[src/include/sine_table.svh]
// quarter-wave sine table, entry k is round(4096*sin(2*pi*k/256))
// indexed by angle bits 11:4 once folded into the first quadrant
localparam int SINE_TABLE [0:64] = '{
	   0,  101,  201,  301,  401,  501,  601,  700,  799,  897,
	 995, 1092, 1189, 1285, 1380, 1474, 1567, 1660, 1751, 1842,
	1931, 2019, 2106, 2191, 2276, 2359, 2440, 2520, 2598, 2675,
	2751, 2824, 2896, 2967, 3035, 3102, 3166, 3229, 3290, 3349,
	3406, 3461, 3513, 3564, 3612, 3659, 3703, 3745, 3784, 3822,
	3857, 3889, 3920, 3948, 3973, 3996, 4017, 4036, 4052, 4065,
	4076, 4085, 4091, 4095, 4096
};

[src/ik_pkg.sv]
// IK step engine package
// Q11.12 fixed-point types, angle type, matrix structs and the product rule
`default_nettype none

package ik_pkg;

	localparam int FRAC = 12;

	typedef logic signed [23:0] fx_t; // Q11.12
	typedef logic [11:0] angle_t;     // 4096 per turn, wraps

	typedef struct packed {
		fx_t x;
		fx_t y;
	} vec2_t;

	// vectors ride in column 0 with column 1 zero
	typedef struct packed {
		fx_t m00;
		fx_t m01;
		fx_t m10;
		fx_t m11;
	} mat2_t;

	typedef struct packed {
		angle_t t1;
		angle_t t2;
	} joint_angles_t;

	typedef struct packed {
		fx_t s1;
		fx_t c1;
		fx_t s12; // sin(t1 + t2)
		fx_t c12;
	} trig_t;

	localparam fx_t RAD_TO_ANG = 24'sd652; // angle units per radian

	// full product, floor shift by FRAC, wrap to 24 bits
	function automatic fx_t fx_mul(input fx_t a, input fx_t b);
		logic signed [47:0] p;
		p = a * b;
		return fx_t'(p >>> FRAC);
	endfunction

endpackage

`default_nettype wire

[src/arm_kinematics.sv]
// forward kinematics of the planar two-link arm
// end-effector position and 2x2 Jacobian, registered
`default_nettype none

module arm_kinematics #(
	parameter ik_pkg::fx_t LINK1 = 24'sd4096,
	parameter ik_pkg::fx_t LINK2 = 24'sd3072
) (
	input wire logic i,
	input wire logic i_arst_n,
	input wire ik_pkg::trig_t i_trig,
	output ik_pkg::vec2_t o_pos,
	output ik_pkg::mat2_t o_jac
);
	import ik_pkg::*;

	fx_t l1_c1;
	fx_t l1_s1;
	fx_t l2_c12;
	fx_t l2_s12;
	fx_t pos_x;
	fx_t pos_y;

	assign l1_c1 = fx_mul(LINK1, i_trig.c1);
	assign l1_s1 = fx_mul(LINK1, i_trig.s1);
	assign l2_c12 = fx_mul(LINK2, i_trig.c12);
	assign l2_s12 = fx_mul(LINK2, i_trig.s12);

	assign pos_x = l1_c1 + l2_c12;
	assign pos_y = l1_s1 + l2_s12;

	always_ff @(posedge i or negedge i_arst_n) begin
		if (!i_arst_n) begin
			o_pos <= '0;
			o_jac <= '0;
		end else begin
			o_pos.x <= pos_x;
			o_pos.y <= pos_y;
			// row 0 is d(x)/d(t1,t2), row 1 is d(y)/d(t1,t2)
			o_jac.m00 <= -pos_y; // -L1s1 - L2s12
			o_jac.m01 <= -l2_s12;
			o_jac.m10 <= pos_x;
			o_jac.m11 <= l2_c12;
		end
	end

endmodule

`default_nettype wire

[config.mk]
export PLATFORM = sky130hd
export DESIGN_NAME = arm_kinematics
export DESIGN_NICKNAME = d
export VERILOG_FILES = /design/src/include/sine_table.svh /design/src/ik_pkg.sv /design/src/arm_kinematics.sv
export SDC_FILE = /design/constraint.sdc
export NUM_CORES = 1
export LEC_CHECK = 0
export ABC_CLOCK_PERIOD_IN_PS = 1100
export BUFFER_PORTS_ARGS = -buffer_cell sky130_fd_sc_hd__buf_2
export CORE_MARGIN = 2
export CORE_UTILIZATION = 40
export DETAILED_ROUTE_END_ITERATION = 16
export PLACE_DENSITY = 0.76
export SLEW_MARGIN = 25
export SYNTH_ARGS = -nofsm -noshare
export SYNTH_HDL_FRONTEND = slang
export SYNTH_SLANG_ARGS = --single-unit
export TNS_END_PERCENT = 10
[constraint.sdc]
create_clock -name i -period 1.1 [get_ports i]
set_clock_uncertainty 0.1 [all_clocks]
set_input_delay 0.22 -clock i [delete_from_list [all_inputs] [get_ports i]]
set_output_delay 0.22 -clock i [all_outputs]
set_load 0.02 [all_outputs]
==> results of run 1 <==
## cell families (layout without fill, tap and decap cells)
logic type                 after synthesis  after routing  synth area share [%]
AOI/OAI and AO/OA                      227            227                  17.4
DFF                                    119            119                  33.2
muxes                                    3              3                 0.335
xor gates and xnor gates               116            116                  11.5
buffers and inverters                   69            669                  3.95
adders and majority gates              142            142                  20.2
and+or+nand+nor                        239            239                  13.4
## worst paths after layout
check / start / endpoint / slack [ns] / depth (start not counted)
worst max-delay path: i_trig[25] / o_jac[94] / -3.37 / 24
worst min-delay path: i_trig[48] / o_pos[24] / -0.07 / 2
max in group asynchronous: i_arst_n / o_pos[44] / 0.40 / 3
min in group asynchronous: i_arst_n / o_jac[73] / 0.25 / 3
## layer usage
layer  track usage (%)  wire length [µm]
met1              27.5             13200
met2              49.0             18900
met3              4.71              2500
met4              11.7              1620
met5                 0                 0
## final cells by class
class                   instances  area [µm²]
clock buffers                  17         425
clock inverters                15         169
fillers                      1341        6080
inverters                      35         134
multi-input cells             727        7400
flip-flops and latches        119        2980
well taps                     280         350
repair buffers                602        4350
## placed cells by master (no fill, tap or decap), types with 18 or more instances in the layout
cell type / Yosys / routed
a21o_1: 25 / 25
a21oi_1: 64 / 29
a21oi_2: 1 / 29
buf_2: 1 / 203
buf_4: 25 / 318
buf_6: 0 / 75
dfrtp_1: 119 / 119
ha_1: 138 / 103
ha_4: 0 / 33
inv_1: 35 / 30
nand2_1: 49 / 41
nor2_1: 67 / 46
o21ai_2: 0 / 18
xnor2_1: 74 / 45
xnor2_2: 0 / 27
xor2_1: 41 / 32
## what timing repair did
action / in CTS / in global routing
setup buffers: 44 / 23
setup endpoints to repair: 259 / 259
gates resized for setup: 253 / 159
pin swaps: 125 / 66
hold endpoints to repair: 121 / 2
## critical path: stages
cell,delay (ns)
buf_8,0.10
ha_4,0.24
ha_4,0.16
fa_2,0.37
a211oi_4,0.25
o21a_1,0.23
buf_4,0.15
o221ai_4,0.14
a31oi_1,0.24
xor2_1,0.26
inv_1,0.15
ha_4,0.24
buf_6,0.14
a21o_1,0.22
a21oi_1,0.19
nor2b_1,0.09
a211oi_2,0.19
buf_4,0.17
buf_4,0.12
o21ai_4,0.06
a2111oi_4,0.32
nor3_2,0.10
and4bb_1,0.22
xnor2_1,0.12
## cell usage after synthesis, types with 7 or more instances
cell and n:
a211oi_1 11, a21o_1 25, a21oi_1 64, a31oi_1 7, buf_4 25, clkbuf_1 7
dfrtp_1 119, ha_1 138, inv_1 35, nand2_1 49, nand2b_1 14, nand3_1 19
nor2_1 67, nor2b_1 12, nor3_1 27, nor4_1 8, o211ai_1 8, o21a_1 16
o21ai_0 33, or3_1 8, xnor2_1 74, xor2_1 41
## stage by stage
stage / hold slack, ns / setup TNS, ns / util [%] / std cells / power [µW]
after global placement: 0.151 / -267.67 / 58.4 / 1710 / 24100
final: -0.0716 / -245.76 / 72.2 / 1795 / 35900
after CTS: -0.0826 / -238.88 / 68.2 / 1785 / 33000
after floorplan: -0.176 / -219.94 / - / 915 / 17000
after global routing: -0.0575 / -257.03 / 72.2 / 1795 / 37500
after detailed placement: 0.151 / -276.79 / 58.4 / 1710 / 24600
## power by group through the flow
stage	clock network [µW]	logic [µW]	registers, µW
floorplan	0	7870	9150
global placement	0	17200	6890
detailed placement	0	17600	6920
CTS	5730	20400	6950
global route	5970	24400	7160
finish	5740	23200	7010
## flip-flops by register name, summed over array words and instances (netlist names)
name and cells:
o_jac 71, o_pos 48
==> results, run 1 <==
- The switching power of the nets is 15600 µW.
- Across all layers, the routed design uses 9861 vias.
- The fraction of layout cells with a size suffix above 1 is 58.7%.
- The arrival time at the worst endpoint is 4.67 ns.
- The worst path uses 406% of the clock period.
- The highest ir drop seen on vdd is 1.10 mV.
- Setup violations remaining at the end of the flow were counted as 259.
- The synthesis warning total is 0.
- The total nets after synthesis is 1155.
- After clock tree synthesis, the clock-pin slew on the worst setup and hold paths is 0.06 ns.
- The net count of the finished layout is 1742.
- The share of power burned in registers is 19.5%.
- For the pin with the worst max-slew slack, the measured transition is 0.677 ns.
- The checks that failed: hold timing, setup timing.
- The share of power burned in combinational logic is 64.5%.
- The initial antenna violation count is 0.
- Final hold analysis gives a worst-case slack of -0.0716 ns.
- The number of vias per cell is 5.49.
- The register area share after synthesis is 33.2%.
- The endpoint required time on the critical path is 1.30 ns.
- The cell area after layout is 15800 µm².
- During I/O placement, the number of pins put on the boundary was 242.
- In this run the static leakage power is 0.00758 µW.
- The antenna diode count is 0.
- The largest net degree at the start of global routing is 48.
- The peak fanout along the critical path is 10.
- The top cell type by area accounts for 33.2% of the synthesized area.
- The cell type contributing the most total cell area after synthesis is dfrtp_1.
- The effective utilization at floorplan is 40.9%.
- The core region is 21900 µm².
- In this run the deepest clock path goes through 2 buffers.
- The die is 154 µm wide.
- The post-detailed-placement half-perimeter wirelength is 21600 µm.
- The internal power is 20300 µW.
- The proportion of power drawn by the clock network is 16.0%.
- The first-iteration detailed-routing DRC count is 542.
- The synthesized netlist occupies a cell area of 8960 µm².
- The wire length per cell is 20.2 µm.
- The setup path with the least slack is of type input port to flip-flop.
- The first global-routing pass estimated 49300 µm of wire.
- The congestion estimate from routability-driven global placement came to 0.930.
- Setup repair after global routing could not meet its margin everywhere.
- The number of enable-type register cells in the synthesized netlist is 0.
- In this run the core area contains 54 standard-cell rows.
- The count of input and output buffers is 241.
- Measured against its own limit, the worst slew margin works out to 54.5%.
- Sorting the synthesized cells by area gives the leading types as dfrtp_1 (33%), ha_1 (19%), xnor2_1 (7.2%).
- The number of hold violations in the final report was 1.
- The worst setup path is launched from an input port.
- The remaining routing DRC violations is 0.
- The die covers 23600 µm².
- The upper clock frequency limit is 224 MHz.
- After clock tree synthesis, the flow added hold-fix buffers numbering 1.
- After synthesis, the mean cell area works out to 9.79 µm².
- The floorplan step set the die height to 154 µm.
- The global-route total usage across every layer is 25.8%.
- Once placement finished, the instance area stood at 12800 µm².
- The final worst slack is -3.37 ns.
- At the placement stage, the worst setup path has a slack of -3.92 ns.
- The power per cell area is 2270 nW/µm².
- The share of async-settable or async-resettable flops after synthesis is 100%.
- The detailed-router iteration count before antenna repair is 5.
- The tool flagged a number of max-cap violations equal to 0.
- The final antenna-violating net count is 0.
- The via count of the first global-routing pass is 10200.
- The flow ran to the end, but the final reports show violations.
- The TritonCTS buffer count is 17.
- The detailed-route wire length is 36200 µm.
- Relative to the synthesized area, the layout overhead comes to 76.4%.
- The tree is rooted in a clkbuf_16.
- The flop and latch count out of synthesis is 119.
- The final max-slew violation count is 0.
- The most frequently used flop master after synthesis is dfrtp_1.
- The total clock sinks is 119.
- In the synthesized netlist, the number of instances is 915.
- The number of H-tree levels is 4.
- The count of cell types in the netlist is 69.
- The worst hold path belongs to the class input port to flip-flop.
- The CTS tree is done.
- Net switching is 43.4% of the power.
- The leftover overflow at the end of global routing is 0.
- The post-layout minimum cycle time is 4.47 ns.
- The endpoint kind of the worst setup timing path is a flip-flop.
(Power assumes the default switching activity.)
==> run 2: changes to the inputs <==
Settings changed: CELL_PAD_IN_SITES_DETAIL_PLACEMENT set to 0, CELL_PAD_IN_SITES_GLOBAL_PLACEMENT set to 1, CORE_UTILIZATION 40 to 31, PLACE_DENSITY 0.76 to 0.77.
==> run 2 against run 1 <==
  * The flow still finishes with violations (hold timing, setup timing)
  * Sequential share of layout area rose by 0.16 points
  * Combinational power down 6%
  * Global-route usage down 7.6 points
  * Critical path depth is 3 lower
  * Wire length decreased by 22%
  * Fmax up 3.5%
  * Clock-buffer cell count grew 2
  * Sequential power shrank 0.9%
  * Core utilization fell by 17 points
  * Via count down 9.5%
  * Final area fell by 0.83%
==> results, run 2 (synthesis gave the netlist of run 1 again) <==
- The highest ir drop seen on vdd is 1.15 mV (was 1.10 mV).
- The final max-slew violation count is 0 (unchanged).
- The CTS tree is done (unchanged).
- The number of vias after detailed routing is 8929 (was 9861).
- Worst path cell trace: buf_2 > ha_4 > ha_4 > fa_2 > a211oi_2 > o21a_1 > a221oi_4 > o41ai_2 > xor2_1 > inv_1 > ha_4 > a21o_1 > a21o_1 > a211oi_2 > o21ai_2 > xor2_1 > or4_4 > buf_8 > nor2_4 > and4bb_1 > xnor2_1 (was buf_8 > ha_4 > ha_4 > fa_2 > a211oi_4 > o21a_1 > buf_4 > o221ai_4 > a31oi_1 > xor2_1 > inv_1 > ha_4 > buf_6 > a21o_1 > a21oi_1 > nor2b_1 > a211oi_2 > buf_4 > buf_4 > o21ai_4 > a2111oi_4 > nor3_2 > and4bb_1 > xnor2_1).
- The area inside the core boundary was 28500 µm² (was 21900 µm²).
- The critical setup path kind is input port to flip-flop (unchanged).
- The largest net degree at the start of global routing is 50 (was 48).
- The final clock period utilization by the worst path came to 392% (was 406%).
- Commonest cells after routing, fill and taps aside: buf_4 (334), buf_2 (209), dfrtp_1 (119), ha_1 (109), buf_6 (56) (was buf_4 (318), buf_2 (203), dfrtp_1 (119), ha_1 (103), buf_6 (75)).
- The signed area change from the synthesized netlist to the final layout is 74.9% (was 76.4%).
- The tightest hold margin is -0.0654 ns (was -0.0716 ns).
- The detailed-route wire length came to 28200 µm (was 36200 µm).
- The cell area after placement is 13000 µm² (was 12800 µm²).
- The transition time of the tightest slew-check pin was 0.631 ns (was 0.677 ns).
- The number of failing setup endpoints in the final timing report is 259 (unchanged).
- The global-route wire length before repair was 44400 µm (was 49300 µm).
- The kind of start point of the critical path is an input port (unchanged).
- The reported leakage power is 0.00749 µW (was 0.00758 µW).
- The TritonCTS buffer count came to 17 (unchanged).
- The most common cell after layout, fill and taps aside is buf_4 (unchanged).
- The wire length per cell is 14.8 µm (was 20.2 µm).
- The cell area after layout is 15700 µm² (was 15800 µm²).
- The delay contributed by the slowest stage of the critical path is 0.57 ns (was 0.37 ns).
- The upper clock frequency limit came to 232 MHz (was 224 MHz).
- Largest registers: o_jac (71), o_pos (48) (unchanged).
- The placement row count is 62 (was 54).
- The final antenna-violating net count was 0 (unchanged).
- The arrival time at the worst endpoint is 4.55 ns (was 4.67 ns).
- The worst hold path endpoint is o_pos[24] (unchanged).
- The remaining routing DRC violations was 0 (unchanged).
- The global-route total usage across every layer came to 18.2% (was 25.8%).
- The leftover overflow at the end of global routing is 0 (unchanged).
- The net count of the finished layout is 1746 (was 1742).
- The via count of the first global-routing pass came to 9266 (was 10200).
- The number of hold violations in the final report came to 1 (unchanged).
- The count of hold buffers inserted by post-cts repair came to 2 (was 1).
- The number of vias per cell was 4.69 (was 5.49).
- The top register by number of flip-flops was o_jac (unchanged).
- The clock root buffer is clkbuf_16 (unchanged).
- The post-detailed-placement half-perimeter wirelength was 21900 µm (was 21600 µm).
- The startpoint of the most critical setup path is i_trig[25] (unchanged).
- The fraction of layout cells with a size suffix above 1 is 56.9% (was 58.7%).
- Result of the run: finished, violations left (unchanged).
- The hold-critical path depth is 2 (unchanged).
- The clock-pin slew of the registers on the worst-case setup and hold paths came to 0.06 ns (about the same).
- RSZ-0062 raised after global routing: true (unchanged).
- The detailed-router iteration count before antenna repair is 5 (unchanged).
- The y dimension of the die came to 174 µm (was 154 µm).
- The power per cell area is 2210 nW/µm² (was 2270 nW/µm²).
- The standard cell with the maximum stage delay on the critical path was or4_4 (was fa_2).
- The post-layout minimum cycle time is 4.32 ns (was 4.47 ns).
- The initial antenna violation count came to 2 (was 0).
- The startpoint of the lowest-slack hold path is i_trig[48] (unchanged).
- The max-capacitance violation count is 0 (unchanged).
- The worst slew margin relative to its limit came to 57.6% (was 54.5%).
- The worst hold-check path type is input port to flip-flop (unchanged).
- The effective utilization at floorplan is 31.4% (was 40.9%).
- The post-route core utilization is 54.9% (was 72.2%).
- The die footprint is 30300 µm² (was 23600 µm²).
- The number of buffers on the longest clock path is 2 (unchanged).
- The dominant cell type by count on the critical path is ha_4.
- The I/O pin count came to 242 (unchanged).
- The endpoint kind of the worst setup timing path is a flip-flop (unchanged).
- Violated checks: hold timing, setup timing (unchanged).
- The count of input and output buffers was 241 (unchanged).
- The final worst slack is -3.22 ns (was -3.37 ns).
- The global placement routability congestion came to 0.885 (was 0.930).
- The number of flip-flops in the largest register came to 71 (unchanged).
- The peak fanout along the critical path is 4 (was 10).
- The total clock sinks is 119 (unchanged).
- The sum of internal, switching and leakage power is 34600 µW (was 35900 µW).
- The first-iteration detailed-routing DRC count came to 301 (was 542).
- The endpoint required time on the critical path is 1.33 ns (was 1.30 ns).
- The number of H-tree levels was 4 (unchanged).
- The die outline width was 174 µm (was 154 µm).
-- run 2: changes by cell type in the layout (fill, tap and decap cells not counted), moves of 5 or more --
cell / delta
buf_2: +6
buf_4: +16
buf_6: -19
ha_1: +6
ha_4: -5
nor2_1: +8
nor2_4: -5
o21ai_1: +5
-- run 2: worst max-delay path: cells and delay by family --
kind	cells	cell delay [ns]
buffers and inverters	3	0.40
AOI/OAI and AO/OA	8	1.53
adders and majority gates	4	0.97
xor gates and xnor gates	3	0.52
and+or+nand+nor	3	0.89
-- run 2: how the worst max path moves through the flow --
stage / depth (start not counted) / to / slack, ns
finish: 21 / o_jac[94] / -3.22
global route: 23 / o_jac[94] / -3.49
CTS: 22 / o_jac[95] / -3.11
detailed placement: 20 / o_jac[95] / -3.79
global placement: 20 / o_jac[95] / -3.66
floorplan: 20 / o_jac[94] / -3.55
-- run 2: where the power goes --
part	switching, µW	leakage, µW	internal (µW)
clock network	2270	0.000282	3480
registers	761	0.00139	6190
logic	11300	0.00582	10600
-- run 2: stage by stage --
step	setup TNS (ns)	setup WS [ns]	std cells	hold slack, ns
after floorplan	-219.94	-3.55	915	-0.176
after global placement	-267.65	-3.66	1825	-0.0465
after detailed placement	-275.36	-3.79	1825	-0.0451
after CTS	-238.05	-3.11	1886	-0.0904
after global routing	-257.55	-3.49	1904	-0.0746
final	-237.29	-3.22	1904	-0.0654
-- run 2: cell type report --
cell class	instances	area (µm²)
diodes	1	2.50
clock inverters	13	148
multi-input cells	727	7190
well taps	384	480
inverters	35	134
flip-flops and latches	119	2980
fillers	2484	12900
repair buffers	606	4290
clock buffers	19	453
-- run 2: timing repair --
item | CTS | global route
hold endpoints to repair | 122 | 2
pin swaps | 93 | 97
endpoints found under the setup margin | 259 | 259
gates cloned | 0 | 0
gates resized for setup | 201 | 149
setup buffers | 28 | 17
-- run 2: routing by layer --
metal  wire length, µm  global-route usage (%)  vias to the layer above
met2             15000                    34.0                      209
met4               624                    6.13                        0
met5                 0                       0                        -
met1             11500                    21.2                     4204
met3              1060                    2.38                       38
li1                  -                       -                     4478
