--- src/include/sine_table.svh ---
// quarter-wave sine table, entry k is round(4096*sin(2*pi*k/256))
// indexed by angle bits 11:4 once folded into the first quadrant
localparam int SINE_TABLE [0:64] = '{
	   0,  101,  201,  301,  401,  501,  601,  700,  799,  897,
	 995, 1092, 1189, 1285, 1380, 1474, 1567, 1660, 1751, 1842,
	1931, 2019, 2106, 2191, 2276, 2359, 2440, 2520, 2598, 2675,
	2751, 2824, 2896, 2967, 3035, 3102, 3166, 3229, 3290, 3349,
	3406, 3461, 3513, 3564, 3612, 3659, 3703, 3745, 3784, 3822,
	3857, 3889, 3920, 3948, 3973, 3996, 4017, 4036, 4052, 4065,
	4076, 4085, 4091, 4095, 4096
};

--- src/ik_pkg.sv ---
// IK step engine package
// Q11.12 fixed-point types, angle type, matrix structs and the product rule
`default_nettype none

package ik_pkg;

	localparam int FRAC = 12;

	typedef logic signed [23:0] fx_t; // Q11.12
	typedef logic [11:0] angle_t;     // 4096 per turn, wraps

	typedef struct packed {
		fx_t x;
		fx_t y;
	} vec2_t;

	// vectors ride in column 0 with column 1 zero
	typedef struct packed {
		fx_t m00;
		fx_t m01;
		fx_t m10;
		fx_t m11;
	} mat2_t;

	typedef struct packed {
		angle_t t1;
		angle_t t2;
	} joint_angles_t;

	typedef struct packed {
		fx_t s1;
		fx_t c1;
		fx_t s12; // sin(t1 + t2)
		fx_t c12;
	} trig_t;

	localparam fx_t RAD_TO_ANG = 24'sd652; // angle units per radian

	// full product, floor shift by FRAC, wrap to 24 bits
	function automatic fx_t fx_mul(input fx_t a, input fx_t b);
		logic signed [47:0] p;
		p = a * b;
		return fx_t'(p >>> FRAC);
	endfunction

endpackage

`default_nettype wire

--- src/sincos_lut.sv ---
// sine/cosine lookup for t1 and t1+t2
// folds each angle onto the quarter-wave table, one registered stage
`default_nettype none

module sincos_lut (
	input wire logic i,
	input wire logic i_arst_n,
	input wire ik_pkg::joint_angles_t i_theta,
	output ik_pkg::trig_t o_trig
);
	import ik_pkg::*;

	`include "sine_table.svh"

	angle_t theta12;

	// quadrant fold, 65..127 mirror around 64, upper half negated
	function automatic fx_t sin_lookup(input angle_t a);
		logic [7:0] n;
		logic [6:0] m;
		fx_t v;
		n = a[11:4];
		m = (n[6:0] <= 7'd64) ? n[6:0] : 7'(8'd128 - {1'b0, n[6:0]});
		v = fx_t'(SINE_TABLE[m]);
		return n[7] ? -v : v;
	endfunction

	assign theta12 = i_theta.t1 + i_theta.t2; // mod 4096

	always_ff @(posedge i or negedge i_arst_n) begin
		if (!i_arst_n) begin
			o_trig <= '0;
		end else begin
			o_trig.s1 <= sin_lookup(i_theta.t1);
			o_trig.c1 <= sin_lookup(i_theta.t1 + 12'd1024); // cos = sin(a + quarter)
			o_trig.s12 <= sin_lookup(theta12);
			o_trig.c12 <= sin_lookup(theta12 + 12'd1024);
		end
	end

endmodule

`default_nettype wire

--- config.mk ---
export PLATFORM = sky130hd
export DESIGN_NAME = sincos_lut
export DESIGN_NICKNAME = d
export VERILOG_FILES = /design/src/ik_pkg.sv /design/src/sincos_lut.sv
export VERILOG_INCLUDE_DIRS = /design/src /design/src/include
export SDC_FILE = /design/constraint.sdc
export NUM_CORES = 1
export LEC_CHECK = 0
export ABC_AREA = 1
export BUFFER_PORTS_ARGS = -buffer_cell sky130_fd_sc_hd__clkbuf_2
export CORE_UTILIZATION = 47
export CTS_CLUSTER_DIAMETER = 40
export DETAILED_ROUTE_END_ITERATION = 6
export GPL_ROUTABILITY_DRIVEN = 0
export PLACE_DENSITY = 0.68
export SLEW_MARGIN = 20
export SYNTH_ARGS = -nofsm -noshare
export SYNTH_HDL_FRONTEND = slang
export SYNTH_SLANG_ARGS = --single-unit
export TNS_END_PERCENT = 20
--- constraint.sdc ---
create_clock -name i -period 0.8 [get_ports i]
set_input_delay 0.16 -clock i [delete_from_list [all_inputs] [get_ports i]]
set_output_delay 0.16 -clock i [all_outputs]
set_load 0.005 [all_outputs]
==> report_table.html, run 1 <==
<table>
<tr><th>Metric</th><th>Value</th></tr>
<tr><th colspan="2">Status</th></tr>
<tr><td>Status</td><td>finished, violations left</td></tr>
<tr><td>Violations in the final reports</td><td>negative setup slack</td></tr>
<tr><th colspan="2">Routing</th></tr>
<tr><td>Initial DRT Pass Iterations</td><td>6</td></tr>
<tr><td>Violation count after the first detailed-route iteration</td><td>1,506</td></tr>
<tr><td>Residual DRC count</td><td>0</td></tr>
<tr><td>Vias/cell</td><td>5.69</td></tr>
<tr><td>Routed wire length</td><td>39,700 um</td></tr>
<tr><td>Number of nets with antenna violations after routing</td><td>0</td></tr>
<tr><td>Per-cell routed wire length</td><td>17.2 um</td></tr>
<tr><td>Total vias in the final route</td><td>13,200</td></tr>
<tr><th colspan="2">Setup path</th></tr>
<tr><td>Critical path start-end classification</td><td>input pin to flip-flop</td></tr>
<tr><td>Crit path max-delay cell type</td><td>ha_4</td></tr>
<tr><td>Number of buffers and inverters on the critical path</td><td>5</td></tr>
<tr><td>Endpoint required time on the critical path</td><td>1.05 ns</td></tr>
<tr><td>Most numerous cell on the critical path</td><td>nand2_1</td></tr>
<tr><td>Startpoint type of the worst setup path</td><td>input pin</td></tr>
<tr><td>Largest delay share family, worst path</td><td>simple AND/OR/NAND/NOR gates</td></tr>
<tr><td>Maximum fanout encountered on the critical timing path</td><td>4</td></tr>
<tr><td>Data arrival time of the critical path</td><td>3.54 ns</td></tr>
<tr><td>Endpoint kind of the worst setup timing path</td><td>flip-flop</td></tr>
<tr><td>Stage delay of the slowest cell on the critical path</td><td>0.29 ns</td></tr>
<tr><th colspan="2">Cells and area</th></tr>
<tr><td>Diodes inserted</td><td>0</td></tr>
<tr><td>Commonest cells after routing, fill and taps aside</td><td>nand2_1, buf_4, nand3_1, clkbuf_2, inv_1</td></tr>
<tr><td>Finished Layout Cells</td><td>2,312</td></tr>
<tr><td>Area added between synthesis and finish</td><td>65.1%</td></tr>
<tr><td>Finished layout cell area</td><td>15,400 um^2</td></tr>
<tr><td>Total Nets Final</td><td>2,119</td></tr>
<tr><td>Fill cell total of the finished layout</td><td>1,302</td></tr>
<tr><td>Number of flip-flops in the largest register</td><td>84</td></tr>
<tr><td>Biggest regs</td><td>o_trig: 84 flops</td></tr>
<tr><td>Fraction of final layout cells with drive strength greater than 1</td><td>47.2%</td></tr>
<tr><td>Most flops, register</td><td>o_trig</td></tr>
<tr><th colspan="2">Timing</th></tr>
<tr><td>Final-report hold violation count</td><td>0</td></tr>
<tr><td>Total of endpoints with negative setup slack in the final report</td><td>180</td></tr>
<tr><td>PnR worst setup slack</td><td>-2.49 ns</td></tr>
<tr><td>Max-Slew Margin vs Limit</td><td>73.2%</td></tr>
<tr><td>Setup TNS after final layout</td><td>-198.54 ns</td></tr>
<tr><td>RSZ-0062 raised after global routing</td><td>yes</td></tr>
<tr><td>Final Max Tran Viols</td><td>0</td></tr>
<tr><td>Maximum frequency from static timing analysis</td><td>0.304 GHz</td></tr>
<tr><td>Post-layout min period</td><td>3.29 ns</td></tr>
<tr><td>Ratio of final minimum period to clock period</td><td>412%</td></tr>
<tr><td>Tightest Pin Transition</td><td>0.402 ns</td></tr>
<tr><th colspan="2">Clock network</th></tr>
<tr><td>Clock transition time at the flip-flop clock pins of the worst setup and hold paths</td><td>0.07 ns</td></tr>
<tr><td>TritonCTS Sinks</td><td>84</td></tr>
<tr><td>CTS buffer count</td><td>9</td></tr>
<tr><td>Master cell of the clock root buffer</td><td>clkbuf_16</td></tr>
<tr><td>Deepest level of the CTS H-tree</td><td>3</td></tr>
<tr><td>Clock tree from TritonCTS</td><td>yes</td></tr>
<tr><td>Maximum clock insertion buffer count</td><td>2</td></tr>
<tr><th colspan="2">Synth</th></tr>
<tr><td>Count of different cell masters after synthesis</td><td>50</td></tr>
<tr><td>Area leader, netlist</td><td>dfrtp_1</td></tr>
<tr><td>Fraction of registers with async set or reset after synthesis</td><td>100%</td></tr>
<tr><td>Cell area after synthesis</td><td>9340 um^2</td></tr>
<tr><td>Part of the Yosys area used for sequential elements</td><td>22.5%</td></tr>
<tr><td>Share of the synthesized area in the top cell type</td><td>22.5%</td></tr>
<tr><td>Yosys synthesis warning count</td><td>0</td></tr>
<tr><td>Net count after synthesis</td><td>1,573</td></tr>
<tr><td>Syn avg cell area</td><td>6.24 um^2</td></tr>
<tr><td>Cells after synthesis</td><td>1,496</td></tr>
<tr><td>Seq cells post-synth</td><td>84</td></tr>
<tr><td>Main synth FF type</td><td>dfrtp_1</td></tr>
<tr><td>Cell types with the largest area share after synthesis</td><td>dfrtp_1, nand2_1, nand3_1, ha_1, inv_1</td></tr>
<tr><td>Post-synth EDFFs</td><td>0</td></tr>
<tr><th colspan="2">Global routing</th></tr>
<tr><td>Met1 Resource Use GR</td><td>40.1%</td></tr>
<tr><td>Antenna violations before repair</td><td>0</td></tr>
<tr><td>Overflow left after global routing</td><td>0</td></tr>
<tr><td>Met3 global-route usage</td><td>7.65%</td></tr>
<tr><td>Wire length of the first global-routing pass</td><td>59,200 um</td></tr>
<tr><td>Number of global-route vias before repair</td><td>12,500</td></tr>
<tr><td>Total Routing Usage GR</td><td>36.6%</td></tr>
<tr><td>Met2 usage in global routing</td><td>64.9%</td></tr>
<tr><td>Layer carrying the most global-route usage</td><td>met2</td></tr>
<tr><td>Pin count of the biggest net entering global routing</td><td>22</td></tr>
<tr><th colspan="2">Placed design</th></tr>
<tr><td>Placed Cells incl. Taps</td><td>2,212</td></tr>
<tr><td>Number of port buffers</td><td>121</td></tr>
<tr><td>Worst setup timing slack at the placement stage</td><td>-2.81 ns</td></tr>
<tr><td>Cell area after placement</td><td>13,100 um^2</td></tr>
<tr><td>Detailed placement HPWL</td><td>25,500 um</td></tr>
<tr><th colspan="2">Power and ir drop</th></tr>
<tr><td>Power per cell area</td><td>2470 nW/um^2</td></tr>
<tr><td>Clock network fraction of design power</td><td>11.2%</td></tr>
<tr><td>Switching part of the total</td><td>46.9%</td></tr>
<tr><td>Logic pwr share</td><td>73.2%</td></tr>
<tr><td>Int Pwr</td><td>20.2 mW</td></tr>
<tr><td>Cell leakage power</td><td>8.05 nW</td></tr>
<tr><td>Relative contribution of sequential cells to total power</td><td>15.6%</td></tr>
<tr><td>Power dissipated by switching net loads</td><td>17.9 mW</td></tr>
<tr><td>Worst ir drop on vdd</td><td>1.32 mV</td></tr>
<tr><th colspan="2">Floorplan</th></tr>
<tr><td>Overall die area</td><td>20,400 um^2</td></tr>
<tr><td>Overall die width</td><td>143 um</td></tr>
<tr><td>Floorplan core area</td><td>19,500 um^2</td></tr>
<tr><td>Rows</td><td>51</td></tr>
<tr><td>Height of the die</td><td>143 um</td></tr>
<tr><td>Number of primary I/O pins</td><td>122</td></tr>
<tr><td>Initial core utilization</td><td>48.0%</td></tr>
<tr><th colspan="2">Worst hold path</th></tr>
<tr><td>Type of the most critical hold path</td><td>input pin to asynchronous set/reset pin</td></tr>
<tr><th colspan="2">Job</th></tr>
<tr><td>Max-Cap Viols</td><td>0</td></tr>
</table>
[what timing repair did]
| action | in CTS | in global routing |
|---|---|---|
| hold endpoints to repair | 84 | 0 |
| setup buffers | 42 | 38 |
| pin swaps | 81 | 67 |
| resized for setup | 227 | 141 |
| endpoints found under the setup margin | 180 | 180 |
| hold buffers | 1 | 0 |
| gates cloned | 4 | 0 |
[per-stage QoR]
stage               power [mW]  utilization, %  hold WS, ns
CTS                       34.8            75.2        0.237
global placement          26.8            67.1       0.0501
detailed placement        27.1            67.1       0.0519
finish                    38.1            79.2        0.235
floorplan                 18.0               -       -0.136
global route              40.4            79.2        0.255
[routing by layer]
metal	vias up	share of wire, %	wire length, um
met1	5967	35	13700
met3	319	8.7	3450
li1	5953	-	-
met5	-	0	0
met2	919	49	19600
met4	0	7.3	2900
[cells in the mapped netlist, types with 3 or more instances]
master	number
nor2_1	124
nand4_1	12
buf_6	9
o22ai_1	3
nor2_4	7
nand3b_1	6
dfrtp_1	84
buf_2	17
o211ai_1	21
nand2_2	36
xnor2_1	6
buf_4	20
nand2_1	501
o221ai_1	4
nor3_1	5
a31oi_1	15
xor2_1	26
nor2_2	14
nand3_2	10
a21oi_1	58
inv_1	131
nand3_1	181
ha_1	51
clkbuf_1	11
inv_2	19
o21ai_1	14
o2111ai_1	3
o21ai_0	59
o21ai_2	7
nand2_4	16
[how the worst max path moves through the flow]
stage                           start          to  cells after the start
after detailed placement  i_theta[17]  o_trig[10]                     26
final                     i_theta[16]  o_trig[42]                     31
after floorplan            i_theta[4]  o_trig[40]                     30
after global placement     i_theta[6]  o_trig[10]                     26
after global routing       i_theta[1]  o_trig[42]                     29
after CTS                 i_theta[16]  o_trig[44]                     30
[power by group through the flow]
stage	Sequential, mW	Clock, mW	Combinational (mW)
5_1_grt	6.11	4.48	29.8
3_3_place_gp	6.01	0	20.8
3_5_place_dp	6.02	0	21.1
4_1_cts	5.94	4.29	24.6
6_report	5.93	4.27	27.9
2_1_floorplan	6.19	0	11.8
[area by class of cell]
cell class | count | area [um^2] | area share, %
Clock buffer | 9 | 225 | 1.46
Clock inverter | 7 | 76.3 | 0.495
Inverter | 154 | 616 | 3.99
Multi-Input combinational cell | 1203 | 7640 | 49.6
Sequential cell | 84 | 2100 | 13.6
Tap cell | 265 | 332 | 2.15
Timing Repair Buffer | 590 | 4420 | 28.7
[cell families after synthesis]
logic type	synth area share [%]
AO/OA/AOI/OAI	12.5
XOR/XNOR	3.18
adder cells (fa/ha/maj)	6.83
buffers and inverters	10.6
flip-flops	22.5
AND/OR/NAND/NOR	44.5
Power figures use the tool's default switching activity.
==> run 2: changes to the inputs <==
clock period = 3.5 ns   (was 0.8 ns; I/O delays follow)
==> run 2 against run 1 <==
  * The flow finishes with violations (design-rule violations, negative setup slack)
  * Largest cell class unchanged
  * Via count down 6.1%
  * Combinational power fell by 79%
  * First-iteration DRC count is 8.6% lower
  * Sequential power down 77%
  * Count of clock-buffer cells in the layout did not move
  * Routed wire length decreased by 10%
==> report_table.html, run 2 (synthesized netlist as in run 1, its figures left out) <==
<table>
<tr><th>Metric</th><th>Value</th></tr>
<tr><th colspan="2">Cells and area</th></tr>
<tr><td>Total Nets Final</td><td>2,054</td></tr>
<tr><td>Commonest non-fill, non-tap cell in the layout</td><td>nand2_1</td></tr>
<tr><td>Fraction of final layout cells with drive strength greater than 1</td><td>42.2%</td></tr>
<tr><td>Biggest regs</td><td>o_trig: 84 flops</td></tr>
<tr><td>Final core area utilization</td><td>74.0%</td></tr>
<tr><td>Area added between synthesis and finish</td><td>54.2%</td></tr>
<tr><td>Area occupied by multi-input gates</td><td>7260 um^2</td></tr>
<tr><td>Commonest cells after routing, fill and taps aside</td><td>nand2_1, buf_4, nand3_1, clkbuf_2, inv_1</td></tr>
<tr><td>Most flops, register</td><td>o_trig</td></tr>
<tr><td>Fill cell total of the finished layout</td><td>1,470</td></tr>
<tr><td>Storage element area</td><td>2100 um^2</td></tr>
<tr><td>Diodes inserted</td><td>0</td></tr>
<tr><td>Number of flip-flops in the largest register</td><td>84</td></tr>
<tr><th colspan="2">Routing</th></tr>
<tr><td>Total vias in the final route</td><td>12,300</td></tr>
<tr><td>Violation count after the first detailed-route iteration</td><td>1,376</td></tr>
<tr><td>Initial DRT Pass Iterations</td><td>7</td></tr>
<tr><td>Number of nets with antenna violations after routing</td><td>0</td></tr>
<tr><td>Per-cell routed wire length</td><td>15.8 um</td></tr>
<tr><td>Vias/cell</td><td>5.50</td></tr>
<tr><td>Residual DRC count</td><td>1</td></tr>
<tr><td>Routed wire length</td><td>35,500 um</td></tr>
<tr><th colspan="2">Floorplan</th></tr>
<tr><td>Height of the die</td><td>143 um</td></tr>
<tr><td>Overall die area</td><td>20,400 um^2</td></tr>
<tr><td>Rows</td><td>51</td></tr>
<tr><td>Number of primary I/O pins</td><td>122</td></tr>
<tr><td>Initial core utilization</td><td>48.0%</td></tr>
<tr><td>Floorplan core area</td><td>19,500 um^2</td></tr>
<tr><td>Overall die width</td><td>143 um</td></tr>
<tr><th colspan="2">Timing</th></tr>
<tr><td>Tightest hold margin</td><td>0.444 ns</td></tr>
<tr><td>Total of endpoints with negative setup slack in the final report</td><td>39</td></tr>
<tr><td>Tightest Pin Transition</td><td>0.892 ns</td></tr>
<tr><td>Maximum frequency from static timing analysis</td><td>0.261 GHz</td></tr>
<tr><td>RSZ-0062 raised after global routing</td><td>yes</td></tr>
<tr><td>Max-Slew Margin vs Limit</td><td>40.5%</td></tr>
<tr><td>Final Max Tran Viols</td><td>0</td></tr>
<tr><td>Final-report hold violation count</td><td>0</td></tr>
<tr><td>Post-layout min period</td><td>3.83 ns</td></tr>
<tr><td>Ratio of final minimum period to clock period</td><td>109%</td></tr>
<tr><td>PnR worst setup slack</td><td>-0.328 ns</td></tr>
<tr><th colspan="2">Power and ir drop</th></tr>
<tr><td>Worst ir drop on vdd</td><td>0.268 mV</td></tr>
<tr><td>Logic pwr share</td><td>71.3%</td></tr>
<tr><td>Power dissipated by switching net loads</td><td>3.76 mW</td></tr>
<tr><td>Relative contribution of sequential cells to total power</td><td>16.8%</td></tr>
<tr><td>Clock network fraction of design power</td><td>11.9%</td></tr>
<tr><td>Power per cell area</td><td>561 nW/um^2</td></tr>
<tr><td>Switching part of the total</td><td>46.6%</td></tr>
<tr><td>Cell leakage power</td><td>7.60 nW</td></tr>
<tr><td>Int Pwr</td><td>4.31 mW</td></tr>
<tr><th colspan="2">Global routing</th></tr>
<tr><td>Pin count of the biggest net entering global routing</td><td>73</td></tr>
<tr><td>Wire length of the first global-routing pass</td><td>52,400 um</td></tr>
<tr><td>Total Routing Usage GR</td><td>32.1%</td></tr>
<tr><td>Number of global-route vias before repair</td><td>11,000</td></tr>
<tr><td>Antenna violations before repair</td><td>0</td></tr>
<tr><td>Overflow left after global routing</td><td>0</td></tr>
<tr><th colspan="2">Setup path</th></tr>
<tr><td>Data arrival time of the critical path</td><td>4.10 ns</td></tr>
<tr><td>Endpoint kind of the worst setup timing path</td><td>flip-flop</td></tr>
<tr><td>Endpoint required time on the critical path</td><td>3.78 ns</td></tr>
<tr><td>Startpoint type of the worst setup path</td><td>input pin</td></tr>
<tr><td>Critical path start-end classification</td><td>input pin to flip-flop</td></tr>
<tr><td>Maximum fanout encountered on the critical timing path</td><td>5</td></tr>
<tr><th colspan="2">Status</th></tr>
<tr><td>Status</td><td>finished, violations left</td></tr>
<tr><td>Violations in the final reports</td><td>design-rule violations, negative setup slack</td></tr>
<tr><th colspan="2">Clock network</th></tr>
<tr><td>TritonCTS Sinks</td><td>84</td></tr>
<tr><td>Deepest level of the CTS H-tree</td><td>3</td></tr>
<tr><td>Master cell of the clock root buffer</td><td>clkbuf_16</td></tr>
<tr><td>CTS buffer count</td><td>9</td></tr>
<tr><td>Clock tree from TritonCTS</td><td>yes</td></tr>
<tr><td>Maximum clock insertion buffer count</td><td>2</td></tr>
<tr><td>Clock transition time at the flip-flop clock pins of the worst setup and hold paths</td><td>0.08 ns</td></tr>
<tr><td>Count of hold buffers inserted by post-cts repair</td><td>0</td></tr>
<tr><th colspan="2">Placed design</th></tr>
<tr><td>Detailed placement HPWL</td><td>25,100 um</td></tr>
<tr><td>Worst setup timing slack at the placement stage</td><td>-0.702 ns</td></tr>
<tr><td>Number of port buffers</td><td>121</td></tr>
<tr><th colspan="2">Job</th></tr>
<tr><td>Max-Cap Viols</td><td>0</td></tr>
<tr><th colspan="2">Worst hold path</th></tr>
<tr><td>Type of the most critical hold path</td><td>input pin to asynchronous set/reset pin</td></tr>
</table>
[run 2: power by group through the flow]
stage	Clock, mW	Sequential (mW)	Combinational (mW)
5_1_grt	1.00	1.40	6.22
6_report	0.962	1.36	5.75
4_1_cts	0.975	1.36	5.13
3_3_place_gp	0	1.38	4.73
3_5_place_dp	0	1.38	4.80
2_1_floorplan	0	1.42	2.68
[run 2: timing repair]
item                                   CTS  global route
gates cloned                             1             3
endpoints found under the hold margin    0             0
pin swaps                               48            83
setup buffers                           12            25
gates resized for setup                103           141
setup endpoints to repair               50            78
[run 2: layout make-up]
class                      count  area share [%]
timing repair buffer         524            26.3
clock buffer                   9            1.56
clock inverter                 7           0.487
tap                          265            2.30
inverter                     154            4.26
sequential                    84            14.6
multi-input combinational   1204            50.4
[run 2: worst max-delay path by stage]
stage,start,end,slack [ns],depth (start not counted)
2_1_floorplan,i_theta[4],o_trig[40],-0.30,30
5_1_grt,i_theta[2],o_trig[8],-0.47,26
3_3_place_gp,i_theta[16],o_trig[10],-0.57,28
4_1_cts,i_theta[16],o_trig[42],-0.006,30
6_report,i_theta[2],o_trig[8],-0.33,26
3_5_place_dp,i_theta[16],o_trig[8],-0.70,27
[run 2: per-layer routing]
layer / vias up / global-route usage (%) / share of wire (%)
li1: 5835 / - / -
met2: 747 / 57.0 / 48
met1: 5518 / 38.1 / 38
met4: 0 / 14.6 / 6.0
met5: - / 0 / 0
met3: 249 / 4.53 / 8.0
[run 2: worst max-delay path, cell delays in order]
cell and delay, ns:
clkbuf_2 0.10, ha_4 0.25, nand2_1 0.07, nand2_1 0.10, nand2_2 0.13, nand3_2 0.10, nand2_1 0.06, nand2_1 0.08
ha_1 0.33, inv_1 0.21, nand3_4 0.13, nand2_4 0.11, buf_6 0.13, ha_4 0.16, nand3_2 0.12, nand2_1 0.11
nand2_1 0.07, nand3_1 0.20, nand2_1 0.14, nand3_4 0.12, ha_4 0.15, nand2_2 0.07, nor2_4 0.16, nand2_1 0.07
nand2_1 0.07, xor2_1 0.14
[run 2: metrics by stage]
stage	power, mW	TNS [ns]	cells	cell area, um^2
after floorplan	4.10	-6.47	1496	9510
after global placement	6.11	-28.96	2190	12900
after detailed placement	6.17	-33.73	2190	12900
after CTS	7.46	-0.0252	2219	13700
after global routing	8.62	-18.23	2247	14400
final	8.07	-8.02	2247	14400
==> run 3: changes to the inputs <==
CORE_UTILIZATION = 35   (was 47)
PLACE_DENSITY = 0.54   (was 0.68)
==> run 3 against run 2 <==
  * The flow still finishes with violations (design-rule violations, negative setup slack)
  * Design area is 2.4% higher
  * Sequential share of layout area is 0.34 points lower
  * Utilization is 18 points lower
  * Maximum frequency is 4.6% higher
  * Critical endpoint is now o_trig[44]
==> report_table.html, run 3 (synthesized netlist as in run 1, its figures left out) <==
<table>
<tr><th>Metric</th><th>Value</th></tr>
<tr><th colspan="2">Floorplan</th></tr>
<tr><td>Overall die width</td><td>165 um</td></tr>
<tr><td>Rows</td><td>59</td></tr>
<tr><td>Height of the die</td><td>165 um</td></tr>
<tr><td>Initial core utilization</td><td>35.7%</td></tr>
<tr><td>Number of primary I/O pins</td><td>122</td></tr>
<tr><td>Floorplan core area</td><td>26,100 um^2</td></tr>
<tr><td>Overall die area</td><td>27,300 um^2</td></tr>
<tr><th colspan="2">Setup path</th></tr>
<tr><td>Critical path start-end classification</td><td>input pin to flip-flop</td></tr>
<tr><td>Most numerous cell on the critical path</td><td>nand2_4</td></tr>
<tr><td>Data arrival time of the critical path</td><td>3.90 ns</td></tr>
<tr><td>Endpoint kind of the worst setup timing path</td><td>flip-flop</td></tr>
<tr><td>Startpoint type of the worst setup path</td><td>input pin</td></tr>
<tr><td>Maximum fanout encountered on the critical timing path</td><td>6</td></tr>
<tr><td>Largest delay share family, worst path</td><td>simple AND/OR/NAND/NOR gates</td></tr>
<tr><td>Crit path max-delay cell type</td><td>ha_4</td></tr>
<tr><td>Endpoint required time on the critical path</td><td>3.74 ns</td></tr>
<tr><td>Number of buffers and inverters on the critical path</td><td>3</td></tr>
<tr><td>Stage delay of the slowest cell on the critical path</td><td>0.29 ns</td></tr>
<tr><th colspan="2">Global routing</th></tr>
<tr><td>Overflow left after global routing</td><td>0</td></tr>
<tr><td>Antenna violations before repair</td><td>0</td></tr>
<tr><td>Wire length of the first global-routing pass</td><td>54,300 um</td></tr>
<tr><td>Number of global-route vias before repair</td><td>11,000</td></tr>
<tr><td>Pin count of the biggest net entering global routing</td><td>63</td></tr>
<tr><td>Total Routing Usage GR</td><td>25.1%</td></tr>
<tr><th colspan="2">Routing</th></tr>
<tr><td>Initial DRT Pass Iterations</td><td>7</td></tr>
<tr><td>Vias/cell</td><td>5.06</td></tr>
<tr><td>Per-cell routed wire length</td><td>14.9 um</td></tr>
<tr><td>Violation count after the first detailed-route iteration</td><td>776</td></tr>
<tr><td>Residual DRC count</td><td>25</td></tr>
<tr><td>Total vias in the final route</td><td>11,800</td></tr>
<tr><td>Routed wire length</td><td>34,800 um</td></tr>
<tr><td>Number of nets with antenna violations after routing</td><td>0</td></tr>
<tr><th colspan="2">Cells and area</th></tr>
<tr><td>Area added between synthesis and finish</td><td>57.8%</td></tr>
<tr><td>Most flops, register</td><td>o_trig</td></tr>
<tr><td>Storage element area</td><td>2100 um^2</td></tr>
<tr><td>Commonest cells after routing, fill and taps aside</td><td>nand2_1, buf_4, nand3_1, clkbuf_2, inv_1</td></tr>
<tr><td>Finished Layout Cells</td><td>2,327</td></tr>
<tr><td>Commonest non-fill, non-tap cell in the layout</td><td>nand2_1</td></tr>
<tr><td>Number of flip-flops in the largest register</td><td>84</td></tr>
<tr><td>Fraction of final layout cells with drive strength greater than 1</td><td>44.1%</td></tr>
<tr><td>Biggest regs</td><td>o_trig: 84 flops</td></tr>
<tr><td>Fill cell total of the finished layout</td><td>2,525</td></tr>
<tr><td>Diodes inserted</td><td>0</td></tr>
<tr><td>Total Nets Final</td><td>2,064</td></tr>
<tr><td>Final core area utilization</td><td>56.4%</td></tr>
<tr><td>Area occupied by multi-input gates</td><td>7370 um^2</td></tr>
<tr><th colspan="2">Clock network</th></tr>
<tr><td>Deepest level of the CTS H-tree</td><td>3</td></tr>
<tr><td>Maximum clock insertion buffer count</td><td>2</td></tr>
<tr><td>Clock tree from TritonCTS</td><td>yes</td></tr>
<tr><td>TritonCTS Sinks</td><td>84</td></tr>
<tr><td>CTS buffer count</td><td>9</td></tr>
<tr><td>Master cell of the clock root buffer</td><td>clkbuf_16</td></tr>
<tr><td>Clock transition time at the flip-flop clock pins of the worst setup and hold paths</td><td>0.07 ns</td></tr>
<tr><td>Count of hold buffers inserted by post-cts repair</td><td>0</td></tr>
<tr><th colspan="2">Timing</th></tr>
<tr><td>Tightest hold margin</td><td>0.394 ns</td></tr>
<tr><td>Total of endpoints with negative setup slack in the final report</td><td>30</td></tr>
<tr><td>RSZ-0062 raised after global routing</td><td>yes</td></tr>
<tr><td>Final-report hold violation count</td><td>0</td></tr>
<tr><td>PnR worst setup slack</td><td>-0.159 ns</td></tr>
<tr><td>Tightest Pin Transition</td><td>0.783 ns</td></tr>
<tr><td>Maximum frequency from static timing analysis</td><td>0.273 GHz</td></tr>
<tr><td>Final Max Tran Viols</td><td>0</td></tr>
<tr><td>Post-layout min period</td><td>3.66 ns</td></tr>
<tr><td>Ratio of final minimum period to clock period</td><td>105%</td></tr>
<tr><td>Max-Slew Margin vs Limit</td><td>47.8%</td></tr>
<tr><th colspan="2">Power and ir drop</th></tr>
<tr><td>Power per cell area</td><td>554 nW/um^2</td></tr>
<tr><td>Worst ir drop on vdd</td><td>0.294 mV</td></tr>
<tr><td>Cell leakage power</td><td>7.69 nW</td></tr>
<tr><th colspan="2">Placed design</th></tr>
<tr><td>Number of port buffers</td><td>121</td></tr>
<tr><td>Detailed placement HPWL</td><td>27,000 um</td></tr>
<tr><td>Placed Cells incl. Taps</td><td>2,266</td></tr>
<tr><th colspan="2">Status</th></tr>
<tr><td>Violations in the final reports</td><td>design-rule violations, negative setup slack</td></tr>
<tr><td>Status</td><td>finished, violations left</td></tr>
<tr><th colspan="2">Worst hold path</th></tr>
<tr><td>Type of the most critical hold path</td><td>input pin to asynchronous set/reset pin</td></tr>
<tr><th colspan="2">Job</th></tr>
<tr><td>Max-Cap Viols</td><td>0</td></tr>
</table>
## run 3: worst max path at each step
stage,start,to,cells past startpoint
global route,i_theta[16],o_trig[44],31
detailed placement,i_theta[17],o_trig[12],26
CTS,i_theta[3],o_trig[12],30
finish,i_theta[16],o_trig[44],31
floorplan,i_theta[4],o_trig[40],30
global placement,i_theta[17],o_trig[12],26
## run 3: metrics by stage
| step | cell area (um^2) | setup WS [ns] | power [mW] | setup TNS [ns] |
|---|---|---|---|---|
| global route | 14700 | -0.344 | 8.82 | -10.48 |
| finish | 14700 | -0.159 | 8.16 | -1.80 |
| global placement | 13000 | -0.740 | 6.26 | -36.72 |
| detailed placement | 13000 | -0.798 | 6.27 | -40.61 |
| CTS | 14000 | -0.0241 | 7.68 | -0.0497 |
| floorplan | 9510 | -0.296 | 4.10 | -6.47 |
## run 3: repair_timing
item / in CTS / in global routing
cloned: 0 / 1
resized for setup: 114 / 161
setup buffers: 29 / 15
pin swaps: 65 / 70
endpoints found under the setup margin: 69 / 77
## run 3: cell type report
type	instances	share of cell area, %
clock buffers	10	1.62
clock inverters	6	0.475
inverters	154	4.18
multi-input cells	1201	50.0
flip-flops and latches	84	14.3
well taps	335	2.84
repair buffers	537	26.6
## run 3: power breakdown
group          internal (mW)  switching (mW)
Sequential              1.27          0.0806
Combinational           2.63            3.17
Clock                  0.578           0.428
Total                   4.48            3.68
## run 3: metal layers
| layer | vias up | GRT usage [%] | share of wire (%) |
|---|---|---|---|
| li1 | 5824 | - | - |
| met1 | 5354 | 29.6 | 39 |
| met2 | 474 | 45.8 | 51 |
| met3 | 113 | 2.90 | 6.0 |
| met4 | 0 | 9.79 | 4.0 |
| met5 | - | 0 | 0 |
